--- config.mk ---
export PLATFORM = sky130hd
export DESIGN_NAME = fetch_top
export DESIGN_NICKNAME = d
export VERILOG_FILES = /design/src/fetch_pkg.sv /design/src/fetch_bank_if.sv /design/src/fetch_req_gen.sv /design/src/fetch_bank.sv /design/src/fetch_resp_mux.sv /design/src/fetch_if_stage.sv /design/src/fetch_top.sv
export SDC_FILE = /design/constraint.sdc
export NUM_CORES = 1
export LEC_CHECK = 0
export BUFFER_PORTS_ARGS = -buffer_cell sky130_fd_sc_hd__buf_4
export CORE_UTILIZATION = 35
export CTS_BUF_LIST = sky130_fd_sc_hd__clkbuf_4 sky130_fd_sc_hd__clkbuf_8
export DETAILED_ROUTE_END_ITERATION = 10
export SYNTH_ARGS = -nofsm -noshare
export SYNTH_HDL_FRONTEND = slang
export SYNTH_HIERARCHICAL = 1
export SYNTH_SLANG_ARGS = --single-unit
--- constraint.sdc ---
create_clock -name clk -period 8.55 [get_ports clk]
set_input_delay 0.4275 -clock clk [delete_from_list [all_inputs] [get_ports clk]]
set_output_delay 0.4275 -clock clk [all_outputs]
set_load 0.03 [all_outputs]
--- src/fetch_pkg.sv ---
// Shared widths, tag and state encodings and memory constants for the instruction fetch path
package fetch_pkg;

	////////////////////////////////////////////////////////////
	// Widths
	////////////////////////////////////////////////////////////

	// Byte address of an instruction word
	localparam int unsigned ADDR_W = 32;
	// One instruction word
	localparam int unsigned DATA_W = 32;

	////////////////////////////////////////////////////////////
	// Encodings
	////////////////////////////////////////////////////////////

	// Error tags returned by a bank with err high
	typedef enum logic [3:0] {
		ITAG_NONE = 4'h0,
		// Bus error
		ITAG_BE   = 4'hb,
		// Page fault
		ITAG_PE   = 4'hc,
		// TLB miss
		ITAG_TE   = 4'hd
	} itag_e;

	// Four-phase request sequencer states
	typedef enum logic [1:0] {
		REQ_IDLE,
		REQ_WAIT_ACK,
		REQ_WAIT_RELEASE
	} req_state_e;

	////////////////////////////////////////////////////////////
	// Constants
	////////////////////////////////////////////////////////////

	// l.nop with the fetch-error immediate
	localparam logic [DATA_W-1:0] NOP_INSN = {6'b000101, 26'h041_0000};
	// Bank content is the address XOR this pattern
	localparam logic [DATA_W-1:0] INSN_XOR = 32'hA5A5_0F0F;
	// Top nibble that marks the faulting region
	localparam logic [3:0] ERR_REGION = 4'hF;

endpackage

--- src/fetch_bank_if.sv ---
// Four-phase req/ack link between the fetch request generator and one instruction bank
`timescale 1ns/1ps

interface fetch_bank_if;

	// Request phase, driven by the generator
	logic                            req;
	logic [fetch_pkg::ADDR_W-1:0]    addr;

	// Response phase, valid while ack is high
	logic                            ack;
	logic [fetch_pkg::DATA_W-1:0]    data;
	logic                            err;
	fetch_pkg::itag_e                tag;

	// Generator side
	modport requester (
		output req, addr,
		input  ack
	);

	// Bank side
	modport responder (
		input  req, addr,
		output ack, data, err, tag
	);

	// Response collector, observes only
	modport monitor (
		input ack, data, err, tag, addr
	);

endinterface

--- src/fetch_req_gen.sv ---
// Program counter and four-phase request sequencer that issues one fetch at a time to the banks
`timescale 1ns/1ps

module fetch_req_gen #(
	parameter int unsigned                   NUM_BANKS = 4,
	parameter logic [fetch_pkg::ADDR_W-1:0]  RESET_PC  = 32'h0000_0100
) (
	input  logic                             clk,
	input  logic                             rst_i,
	input  logic                             flush_i,
	input  logic [fetch_pkg::ADDR_W-1:0]     target_i,
	input  logic                             hold_i,
	output logic                             discard_o,
	fetch_bank_if.requester                  bank [NUM_BANKS]
);

	// Word-index bits that pick a bank
	localparam int unsigned SEL_W = $clog2(NUM_BANKS);

	fetch_pkg::req_state_e           state_q;
	logic [fetch_pkg::ADDR_W-1:0]    pc_q;
	logic [fetch_pkg::ADDR_W-1:0]    addr_q;
	logic [SEL_W-1:0]                sel_q;
	logic                            req_q;
	logic                            discard_q;
	logic [NUM_BANKS-1:0]            ack_vec;
	logic                            ack_any;
	logic                            ack_sel;
	logic                            busy;
	logic                            start;

	////////////////////////////////////////////////////////////
	// Per-bank links
	////////////////////////////////////////////////////////////

	for (genvar g = 0; g < NUM_BANKS; g++) begin : g_link
		logic hit;
		// Only the latched bank sees req and addr
		assign hit          = (sel_q == SEL_W'(g));
		assign bank[g].req  = req_q & hit;
		assign bank[g].addr = hit ? addr_q : '0;
		assign ack_vec[g]   = bank[g].ack;
	end

	assign ack_any = |ack_vec;
	assign ack_sel = ack_vec[sel_q];
	assign busy    = (state_q != fetch_pkg::REQ_IDLE);

	// New fetch only once the previous ack is gone and nothing is parked
	assign start = (state_q == fetch_pkg::REQ_IDLE) & ~flush_i & ~hold_i & ~ack_any;

	// Flush in the ack cycle must already kill the response
	assign discard_o = discard_q | (flush_i & busy);

	////////////////////////////////////////////////////////////
	// Handshake FSM and PC
	////////////////////////////////////////////////////////////

	always_ff @(posedge clk) begin
		if (rst_i) begin
			state_q   <= fetch_pkg::REQ_IDLE;
			req_q     <= 1'b0;
			sel_q     <= '0;
			discard_q <= 1'b0;
			pc_q      <= RESET_PC;
		end else begin
			case (state_q)
				fetch_pkg::REQ_IDLE: begin
					if (start) begin
						req_q   <= 1'b1;
						sel_q   <= pc_q[2 +: SEL_W];
						state_q <= fetch_pkg::REQ_WAIT_ACK;
					end
				end
				fetch_pkg::REQ_WAIT_ACK: begin
					// Drop req the cycle after ack
					if (ack_sel) begin
						req_q   <= 1'b0;
						state_q <= fetch_pkg::REQ_WAIT_RELEASE;
					end
				end
				fetch_pkg::REQ_WAIT_RELEASE: begin
					if (!ack_sel)
						state_q <= fetch_pkg::REQ_IDLE;
				end
				default: state_q <= fetch_pkg::REQ_IDLE;
			endcase

			// Redirect wins over sequential advance
			if (flush_i)
				pc_q <= target_i;
			else if (state_q == fetch_pkg::REQ_WAIT_ACK && ack_sel && !discard_q)
				pc_q <= pc_q + fetch_pkg::ADDR_W'(4);

			// Stale until the flushed transaction releases ack
			if (state_q == fetch_pkg::REQ_WAIT_RELEASE && !ack_sel)
				discard_q <= 1'b0;
			else if (flush_i && busy)
				discard_q <= 1'b1;
		end
	end

	// Address held stable for the whole transaction
	always_ff @(posedge clk) begin
		if (start)
			addr_q <= pc_q;
	end

endmodule

--- src/fetch_bank.sv ---
// One instruction bank that answers a four-phase request after an address-dependent latency
`timescale 1ns/1ps

module fetch_bank #(
	// Identifies the bank in the hierarchy
	parameter int unsigned BANK_INDEX = 0
) (
	input  logic                clk,
	input  logic                rst_i,
	fetch_bank_if.responder     link
);

	logic                            busy_q;
	logic [1:0]                      cnt_q;
	logic                            ack_q;
	logic [fetch_pkg::DATA_W-1:0]    data_q;
	logic                            err_q;
	fetch_pkg::itag_e                tag_q;
	logic                            in_err_region;
	fetch_pkg::itag_e                err_tag;
	logic                            done;

	// Top nibble selects the faulting region
	assign in_err_region = (link.addr[fetch_pkg::ADDR_W-1 -: 4] == fetch_pkg::ERR_REGION);

	// Bits 27:26 choose the kind of fault
	always_comb begin
		case (link.addr[27:26])
			2'b01:   err_tag = fetch_pkg::ITAG_PE;
			2'b10:   err_tag = fetch_pkg::ITAG_TE;
			default: err_tag = fetch_pkg::ITAG_BE;
		endcase
	end

	// Latency counter has run out
	assign done = busy_q & (cnt_q == 2'd0);

	////////////////////////////////////////////////////////////
	// Latency and ack
	////////////////////////////////////////////////////////////

	always_ff @(posedge clk) begin
		if (rst_i) begin
			busy_q <= 1'b0;
			cnt_q  <= 2'd0;
			ack_q  <= 1'b0;
		end else begin
			if (!busy_q && !ack_q && link.req) begin
				// Bits 5:4 give 1 to 4 cycles
				busy_q <= 1'b1;
				cnt_q  <= link.addr[5:4];
			end else if (done) begin
				busy_q <= 1'b0;
				ack_q  <= 1'b1;
			end else if (busy_q) begin
				cnt_q <= cnt_q - 2'd1;
			end else if (ack_q && !link.req) begin
				ack_q <= 1'b0;
			end
		end
	end

	// Response word, held while ack is high
	always_ff @(posedge clk) begin
		if (done) begin
			data_q <= in_err_region ? '0 : (link.addr ^ fetch_pkg::INSN_XOR);
			err_q  <= in_err_region;
			tag_q  <= in_err_region ? err_tag : fetch_pkg::ITAG_NONE;
		end
	end

	assign link.ack  = ack_q;
	assign link.data = data_q;
	assign link.err  = err_q;
	assign link.tag  = tag_q;

endmodule

--- src/fetch_resp_mux.sv ---
// Merges the bank acknowledges into one registered response pulse for the fetch stage
`timescale 1ns/1ps

module fetch_resp_mux #(
	parameter int unsigned NUM_BANKS = 4
) (
	input  logic                            clk,
	input  logic                            rst_i,
	input  logic                            discard_i,
	fetch_bank_if.monitor                   bank [NUM_BANKS],
	output logic                            rsp_valid_o,
	output logic [fetch_pkg::DATA_W-1:0]    rsp_data_o,
	output logic                            rsp_err_o,
	output fetch_pkg::itag_e                rsp_tag_o,
	output logic [fetch_pkg::ADDR_W-1:0]    rsp_pc_o
);

	logic [NUM_BANKS-1:0]                   ack_vec;
	logic [NUM_BANKS-1:0]                   err_vec;
	logic [fetch_pkg::DATA_W-1:0]           data_vec [NUM_BANKS];
	logic [fetch_pkg::ADDR_W-1:0]           addr_vec [NUM_BANKS];
	logic [3:0]                             tag_vec  [NUM_BANKS];
	logic                                   ack_any;
	logic                                   ack_any_q;
	logic                                   ack_rise;
	logic [fetch_pkg::DATA_W-1:0]           data_or;
	logic [fetch_pkg::ADDR_W-1:0]           addr_or;
	logic [3:0]                             tag_or;
	logic                                   err_or;

	for (genvar g = 0; g < NUM_BANKS; g++) begin : g_tap
		assign ack_vec[g]  = bank[g].ack;
		assign err_vec[g]  = bank[g].err;
		assign data_vec[g] = bank[g].data;
		assign addr_vec[g] = bank[g].addr;
		assign tag_vec[g]  = bank[g].tag;
	end

	// Acks are one-hot, so AND-OR selects the active bank
	always_comb begin
		data_or = '0;
		addr_or = '0;
		tag_or  = '0;
		err_or  = 1'b0;
		for (int i = 0; i < NUM_BANKS; i++) begin
			data_or = data_or | (data_vec[i] & {fetch_pkg::DATA_W{ack_vec[i]}});
			addr_or = addr_or | (addr_vec[i] & {fetch_pkg::ADDR_W{ack_vec[i]}});
			tag_or  = tag_or | (tag_vec[i] & {4{ack_vec[i]}});
			err_or  = err_or | (err_vec[i] & ack_vec[i]);
		end
	end

	assign ack_any  = |ack_vec;
	assign ack_rise = ack_any & ~ack_any_q;

	////////////////////////////////////////////////////////////
	// Response pulse
	////////////////////////////////////////////////////////////

	always_ff @(posedge clk) begin
		if (rst_i) begin
			ack_any_q   <= 1'b0;
			rsp_valid_o <= 1'b0;
		end else begin
			ack_any_q   <= ack_any;
			// Stale responses after a flush never pulse
			rsp_valid_o <= ack_rise & ~discard_i;
		end
	end

	// Payload captured once per transaction
	always_ff @(posedge clk) begin
		if (ack_rise) begin
			rsp_data_o <= data_or;
			rsp_err_o  <= err_or;
			rsp_tag_o  <= fetch_pkg::itag_e'(tag_or);
			rsp_pc_o   <= addr_or;
		end
	end

endmodule

--- src/fetch_if_stage.sv ---
// Fetch stage that parks a response under freeze, substitutes NOPs on errors and raises exceptions
`timescale 1ns/1ps

module fetch_if_stage (
	input  logic                            clk,
	input  logic                            rst_i,
	input  logic                            freeze_i,
	input  logic                            flush_i,
	input  logic                            rsp_valid_i,
	input  logic                            rsp_err_i,
	input  logic [fetch_pkg::DATA_W-1:0]    rsp_data_i,
	input  fetch_pkg::itag_e                rsp_tag_i,
	input  logic [fetch_pkg::ADDR_W-1:0]    rsp_pc_i,
	output logic                            hold_o,
	output logic                            valid_o,
	output logic [fetch_pkg::DATA_W-1:0]    insn_o,
	output logic [fetch_pkg::ADDR_W-1:0]    pc_o,
	output logic                            except_itlbmiss_o,
	output logic                            except_immufault_o,
	output logic                            except_ibuserr_o
);

	logic                            saved_q;
	logic [fetch_pkg::DATA_W-1:0]    insn_saved_q;
	logic [fetch_pkg::ADDR_W-1:0]    addr_saved_q;
	// Bit 0 TLB miss, bit 1 page fault, bit 2 bus error
	logic [2:0]                      err_saved_q;
	logic [2:0]                      err_live;
	logic [2:0]                      err_sel;
	logic [fetch_pkg::DATA_W-1:0]    insn_live;
	logic                            save_insn;

	////////////////////////////////////////////////////////////
	// Live response decode
	////////////////////////////////////////////////////////////

	assign err_live[0] = rsp_err_i & (rsp_tag_i == fetch_pkg::ITAG_TE);
	assign err_live[1] = rsp_err_i & (rsp_tag_i == fetch_pkg::ITAG_PE);
	assign err_live[2] = rsp_err_i & (rsp_tag_i == fetch_pkg::ITAG_BE);

	// Faulting fetch turns into a NOP
	assign insn_live = rsp_err_i ? fetch_pkg::NOP_INSN : rsp_data_i;

	// Park a response that arrives while frozen, unless it is being flushed
	assign save_insn = rsp_valid_i & freeze_i & ~saved_q & ~flush_i;

	////////////////////////////////////////////////////////////
	// Outputs
	////////////////////////////////////////////////////////////

	// Parked instruction stops further fetches
	assign hold_o = saved_q;

	assign valid_o = (rsp_valid_i | saved_q) & ~freeze_i & ~flush_i;

	// Saved copy has priority over the live response
	assign insn_o  = saved_q ? insn_saved_q : insn_live;
	assign pc_o    = saved_q ? addr_saved_q : rsp_pc_i;
	assign err_sel = saved_q ? err_saved_q : err_live;

	// Exceptions only accompany a delivery
	assign except_itlbmiss_o  = valid_o & err_sel[0];
	assign except_immufault_o = valid_o & err_sel[1];
	assign except_ibuserr_o   = valid_o & err_sel[2];

	////////////////////////////////////////////////////////////
	// Saved instruction
	////////////////////////////////////////////////////////////

	always_ff @(posedge clk) begin
		if (rst_i)
			saved_q <= 1'b0;
		else if (flush_i)
			saved_q <= 1'b0;
		else if (save_insn)
			saved_q <= 1'b1;
		else if (!freeze_i)
			// Delivered this cycle
			saved_q <= 1'b0;
	end

	// Word, address and decoded flags travel together
	always_ff @(posedge clk) begin
		if (save_insn) begin
			insn_saved_q <= insn_live;
			addr_saved_q <= rsp_pc_i;
			err_saved_q  <= err_live;
		end
	end

endmodule

--- src/fetch_top.sv ---
// Top level of the fetch path, wiring the generator, the bank array, the collector and the stage
`timescale 1ns/1ps

module fetch_top #(
	parameter int unsigned                   NUM_BANKS = 4,
	parameter logic [fetch_pkg::ADDR_W-1:0]  RESET_PC  = 32'h0000_0100
) (
	input  logic                            clk,
	input  logic                            rst_i,
	input  logic                            freeze_i,
	input  logic                            flush_i,
	input  logic [fetch_pkg::ADDR_W-1:0]    target_i,
	output logic                            valid_o,
	output logic [fetch_pkg::DATA_W-1:0]    insn_o,
	output logic [fetch_pkg::ADDR_W-1:0]    pc_o,
	output logic                            except_itlbmiss_o,
	output logic                            except_immufault_o,
	output logic                            except_ibuserr_o
);

	// Generator to collector
	logic                            discard;
	// Collector to stage
	logic                            rsp_valid;
	logic [fetch_pkg::DATA_W-1:0]    rsp_data;
	logic                            rsp_err;
	fetch_pkg::itag_e                rsp_tag;
	logic [fetch_pkg::ADDR_W-1:0]    rsp_pc;
	// Stage back to generator
	logic                            hold;

	// One link per bank
	fetch_bank_if bank_link [NUM_BANKS] ();

	////////////////////////////////////////////////////////////
	// Request side
	////////////////////////////////////////////////////////////

	fetch_req_gen #(
		.NUM_BANKS (NUM_BANKS),
		.RESET_PC  (RESET_PC)
	) u_req_gen (
		.clk       (clk),
		.rst_i     (rst_i),
		.flush_i   (flush_i),
		.target_i  (target_i),
		.hold_i    (hold),
		.discard_o (discard),
		.bank      (bank_link)
	);

	// Banks interleaved on the low word-index bits
	for (genvar g = 0; g < NUM_BANKS; g++) begin : g_bank
		fetch_bank #(
			.BANK_INDEX (g)
		) u_bank (
			.clk   (clk),
			.rst_i (rst_i),
			.link  (bank_link[g])
		);
	end

	////////////////////////////////////////////////////////////
	// Response side
	////////////////////////////////////////////////////////////

	fetch_resp_mux #(
		.NUM_BANKS (NUM_BANKS)
	) u_resp_mux (
		.clk         (clk),
		.rst_i       (rst_i),
		.discard_i   (discard),
		.bank        (bank_link),
		.rsp_valid_o (rsp_valid),
		.rsp_data_o  (rsp_data),
		.rsp_err_o   (rsp_err),
		.rsp_tag_o   (rsp_tag),
		.rsp_pc_o    (rsp_pc)
	);

	fetch_if_stage u_if_stage (
		.clk                (clk),
		.rst_i              (rst_i),
		.freeze_i           (freeze_i),
		.flush_i            (flush_i),
		.rsp_valid_i        (rsp_valid),
		.rsp_err_i          (rsp_err),
		.rsp_data_i         (rsp_data),
		.rsp_tag_i          (rsp_tag),
		.rsp_pc_i           (rsp_pc),
		.hold_o             (hold),
		.valid_o            (valid_o),
		.insn_o             (insn_o),
		.pc_o               (pc_o),
		.except_itlbmiss_o  (except_itlbmiss_o),
		.except_immufault_o (except_immufault_o),
		.except_ibuserr_o   (except_ibuserr_o)
	);

endmodule

==> flow_summary.yaml <==
timing:
  setup_repair_after_global_routing_missed_its_margin: "no"
  fin_setup_tns_ns: 0
  fin_skew_ns: 0.0359
  achievable-frequency_ghz: 0.285
  setup_violating_endpoint_count_in_the_final_report: 0
  max_slew.worst_pin.slew_ns: 1.10
  layout_worst_path_cycle_share_pct: 41.1
  shortest_clock_period_the_worst_path_allows_after_layout_ns: 3.51
  slew-limit-headroom_pct: 26.3
  report.final.hold_viol_count: 0
  drv_slew: 0
  finalHoldWorstSlack_ns: 0.0624
setup_path:
  worstSetupStartpoint: "g_bank[0].u_bank/link.ack$_SDFFE_PP0P_"
  critical_path_sink_type: "flip-flop"
  worst-r2r-cell-count: 5
  reg2reg_slack_ns: 5.04
  setup.worst_path.class: "flip-flop to flip-flop"
  setup.worst_path.start_class: "flip-flop"
  timing.critical_path.required_ns: 9.02
  timing.rr.end: "u_req_gen/pc_q[21]$_SDFFE_PP0P_"
  critical_path_peak_fanout: 75
  path_cells: "buf_4, mux4_2, nand4_1, or4_1, a311oi_1"
  worst_path_max_delay_cell: "buf_4"
  cp.arrival_ns: 3.98
  slowest_cell_delay_on_critical_path_ns: 0.74
  rr_startpoint: "g_bank[0].u_bank/link.ack$_SDFFE_PP0P_"
cts:
  clock_insertion_delay_worst_skew_ns: 0.60
  number_of_levels_the_h_tree_was_split_into: 3
  tritoncts: "built"
  clock-sinks: 373
  cts-hold-fix-buffers: 0
  post_cts_resized: 0
  cts_root_buffer: "clkbuf_8"
  post-cts-setup-buffer-count: 0
  max-clock-path-buffers: 3
  cts_buffers: 66
  cts.reportedPaths.clkPinSlew_ns: 0.06
power_and_ir_drop:
  vdd_drop_max_uv: 95.9
  net_switching_power_mw: 0.939
  pnr_total_power_mw: 3.94
  static-leakage-power_nw: 6.95
  share_comb_of_total_power_pct: 6.9
  power_density_nw_per_um2: 201
  p_sw_share_pct: 23.8
  internal_power_mw: 3.01
  clkPwrFrac_pct: 39.8
  p_seq_share_pct: 53.3
run:
  cap_viol_max_count: 0
logic_synthesis:
  flip_flop_cell_with_the_highest_count_after_synthesis: "edfxtp_1"
  synth_enable_flop_cells: 316
  net_count_after_synthesis: 1415
  post_synth_most_frequent_cells: "316 x edfxtp_1, 165 x and2_1, 111 x nor2_1"
  syn_inst: 1370
  count_of_warnings_emitted_by_yosys: 6
  synthDominantCellAreaShare_pct: 55.2
  syn_area_per_cell_sq_um: 12.5
  postSynth.asyncResetShare_pct: 0
  number_of_distinct_library_cell_variants_in_the_gate_level_netlist_after_synthesis: 68
  yosysMostFrequentCell: "edfxtp_1"
  synth.yosys.seq_area_share_pct: 61.9
  synth.largest_area_cell: "edfxtp_1"
  synth.area.top_cells: "edfxtp_1 55%, dfxtp_1 6.6%, and2_1 6.0%, a22oi_1 4.8%, mux2_2 4.2%"
  synth_seq_cells: 373
  netlist_area_sq_um: 17200
status:
  status: "finished, final reports clean"
global_route:
  globalRoute.busiestLayer: "met2"
  met3_usage_pct: 3.56
  grt_overall_usage_pct: 16.8
  first_pass_grt_wire_length_mm: 65.0
  global_route.usage.met2_pct: 25.9
  largest_net_degree_at_the_start_of_global_routing: 76
  initial_antenna_violation_count: 1
  grt_pass1_vias: 11200
  grt_remaining_overflow: 0
  grt.met1_usage_pct: 23.9
floorplan:
  initial_core_util_pct: 35.7
  dieHeight_um: 224
  design.die.area_sq_um: 50000
  placeableCoreArea_sq_um: 48000
  die_w_um: 224
  std_cell_rows: 80
  io_pins: 104
drt:
  vias: 11400
  iteration_0_drc_markers: 936
  wl_mm: 41.9
  detail-route-antenna-nets: 0
  detailedRoute.firstPassIterationCount: 5
  routed_via_density: 5.35
  detail_route.drc_violations: 0
  routed_wire_length_per_instance_um: 19.7
placed_design:
  routabilityCongestion: 0.812
  placed_area_sq_um: 18400
  numPortBuffers: 103
  dp_cells: 2012
  dp_hpwl_mm: 25.7
worst_hold_path:
  worst_hold_depth: 3
  hp-start: "target_i[1]"
  hold_end: "u_req_gen/pc_q[1]$_SDFFE_PP0P_"
  hold_path_class: "input pin to flip-flop"
cells_and_area:
  number_of_nets_in_the_final_layout: 1510
  layout.cell_area.non_filler_sq_um: 19600
  finish.cell_count_without_fillers: 2127
  final_layout_size_suffix_gt1_share_pct: 23.9
  n_antenna_cell: 0
  areaGrowthSynthToFinish_pct: 14.2
cell families (layout without fill, tap and decap cells):
family / count (synthesis) / in the layout / share of synthesized area [%]
compound gates: 227 / 227 / 10.7
flops: 373 / 373 / 61.9
fa+ha+maj: 9 / 9 / 0.656
simple gates: 557 / 557 / 18.1
xor+xnor: 8 / 8 / 0.408
mux: 67 / 67 / 4.44
buf+inv: 129 / 271 / 3.76
worst max path at each step:
stage / end / slack (ns) / cells after the start
detailed placement: u_req_gen/pc_q[21]$_SDFFE_PP0P_ / 5.14 / 5
floorplan: u_if_stage/addr_saved_q[0]$_DFFE_PP_ / 0.69 / 4
global placement: u_req_gen/pc_q[7]$_SDFFE_PP0P_ / 5.26 / 5
finish: u_req_gen/pc_q[21]$_SDFFE_PP0P_ / 5.04 / 5
global route: u_req_gen/pc_q[21]$_SDFFE_PP0P_ / 4.88 / 5
CTS: u_req_gen/pc_q[21]$_SDFFE_PP0P_ / 5.09 / 5
power by group through the flow:
stage	registers, mW	clock network [mW]	logic (mW)
6_report	2.10	1.57	0.272
5_1_grt	2.11	1.69	0.298
4_1_cts	2.10	1.62	0.274
3_5_place_dp	2.14	0	0.273
3_3_place_gp	2.14	0	0.267
2_1_floorplan	2.11	0	0.189
layout make-up:
cell class	instances	area [sq um]
Fill cell	4575	28400
Multi-Input combinational cell	868	5920
Tap cell	615	769
Sequential cell	373	10600
Clock inverter	22	118
Inverter	38	143
Timing Repair Buffer	118	886
Clock buffer	93	1140
registers in the layout (all words and copies together) (netlist names), 2 cells and up:
signal	cells
g_bank.u_bank/cnt_q	8
g_bank.u_bank/link.tag	16
u_req_gen/addr_q	32
g_bank.u_bank/link.data	128
u_if_stage/addr_saved_q	32
g_bank.u_bank/link.err	4
u_resp_mux/rsp_tag_o	4
u_if_stage/err_saved_q	3
g_bank.u_bank/busy_q	4
u_req_gen/state_q	2
u_resp_mux/rsp_data_o	32
u_resp_mux/rsp_pc_o	32
u_req_gen/sel_q	2
g_bank.u_bank/link.ack	4
u_req_gen/pc_q	32
u_if_stage/insn_saved_q	32
per-layer routing:
metal / up-vias / share of wire (%)
met4: 0 / 1.8
li1: 5294 / -
met2: 482 / 45
met1: 5536 / 45
met5: - / 0
met3: 65 / 7.4
placed cells by master (no fill, tap or decap), types with 9 or more instances in the layout:
cell type	count
edfxtp_1	316
and2_1	165
buf_4	118
nor2_1	110
a22oi_1	109
nand2_1	98
clkbuf_8	70
mux2_2	64
dfxtp_1	52
and3_1	36
inv_1	32
nor2b_1	31
a22oi_2	29
clkbuf_4	23
a21oi_1	19
nand3_1	17
o21ai_0	14
clkinv_1	13
nand4_1	13
o31ai_1	12
or4_1	11
nor4_1	11
a311oi_1	11
ha_1	9
through the flow:
step | setup WS, ns | util (%)
2_1_floorplan | 0.690 | -
5_1_grt | 4.88 | 40.8
4_1_cts | 5.09 | 40.8
3_5_place_dp | 5.14 | 38.2
3_3_place_gp | 5.26 | 38.2
6_report | 5.04 | 40.8
critical path, delay by kind of cell, from the launching register on:
family	cells	cell delay (ns)
AND/OR/NAND/NOR	2	1.33
buffers and inverters	1	0.74
multiplexers	1	0.64
AO/OA/AOI/OAI	1	0.33
flip-flops	1	0.31
Note: power is estimated with default switching activity, not from simulation.
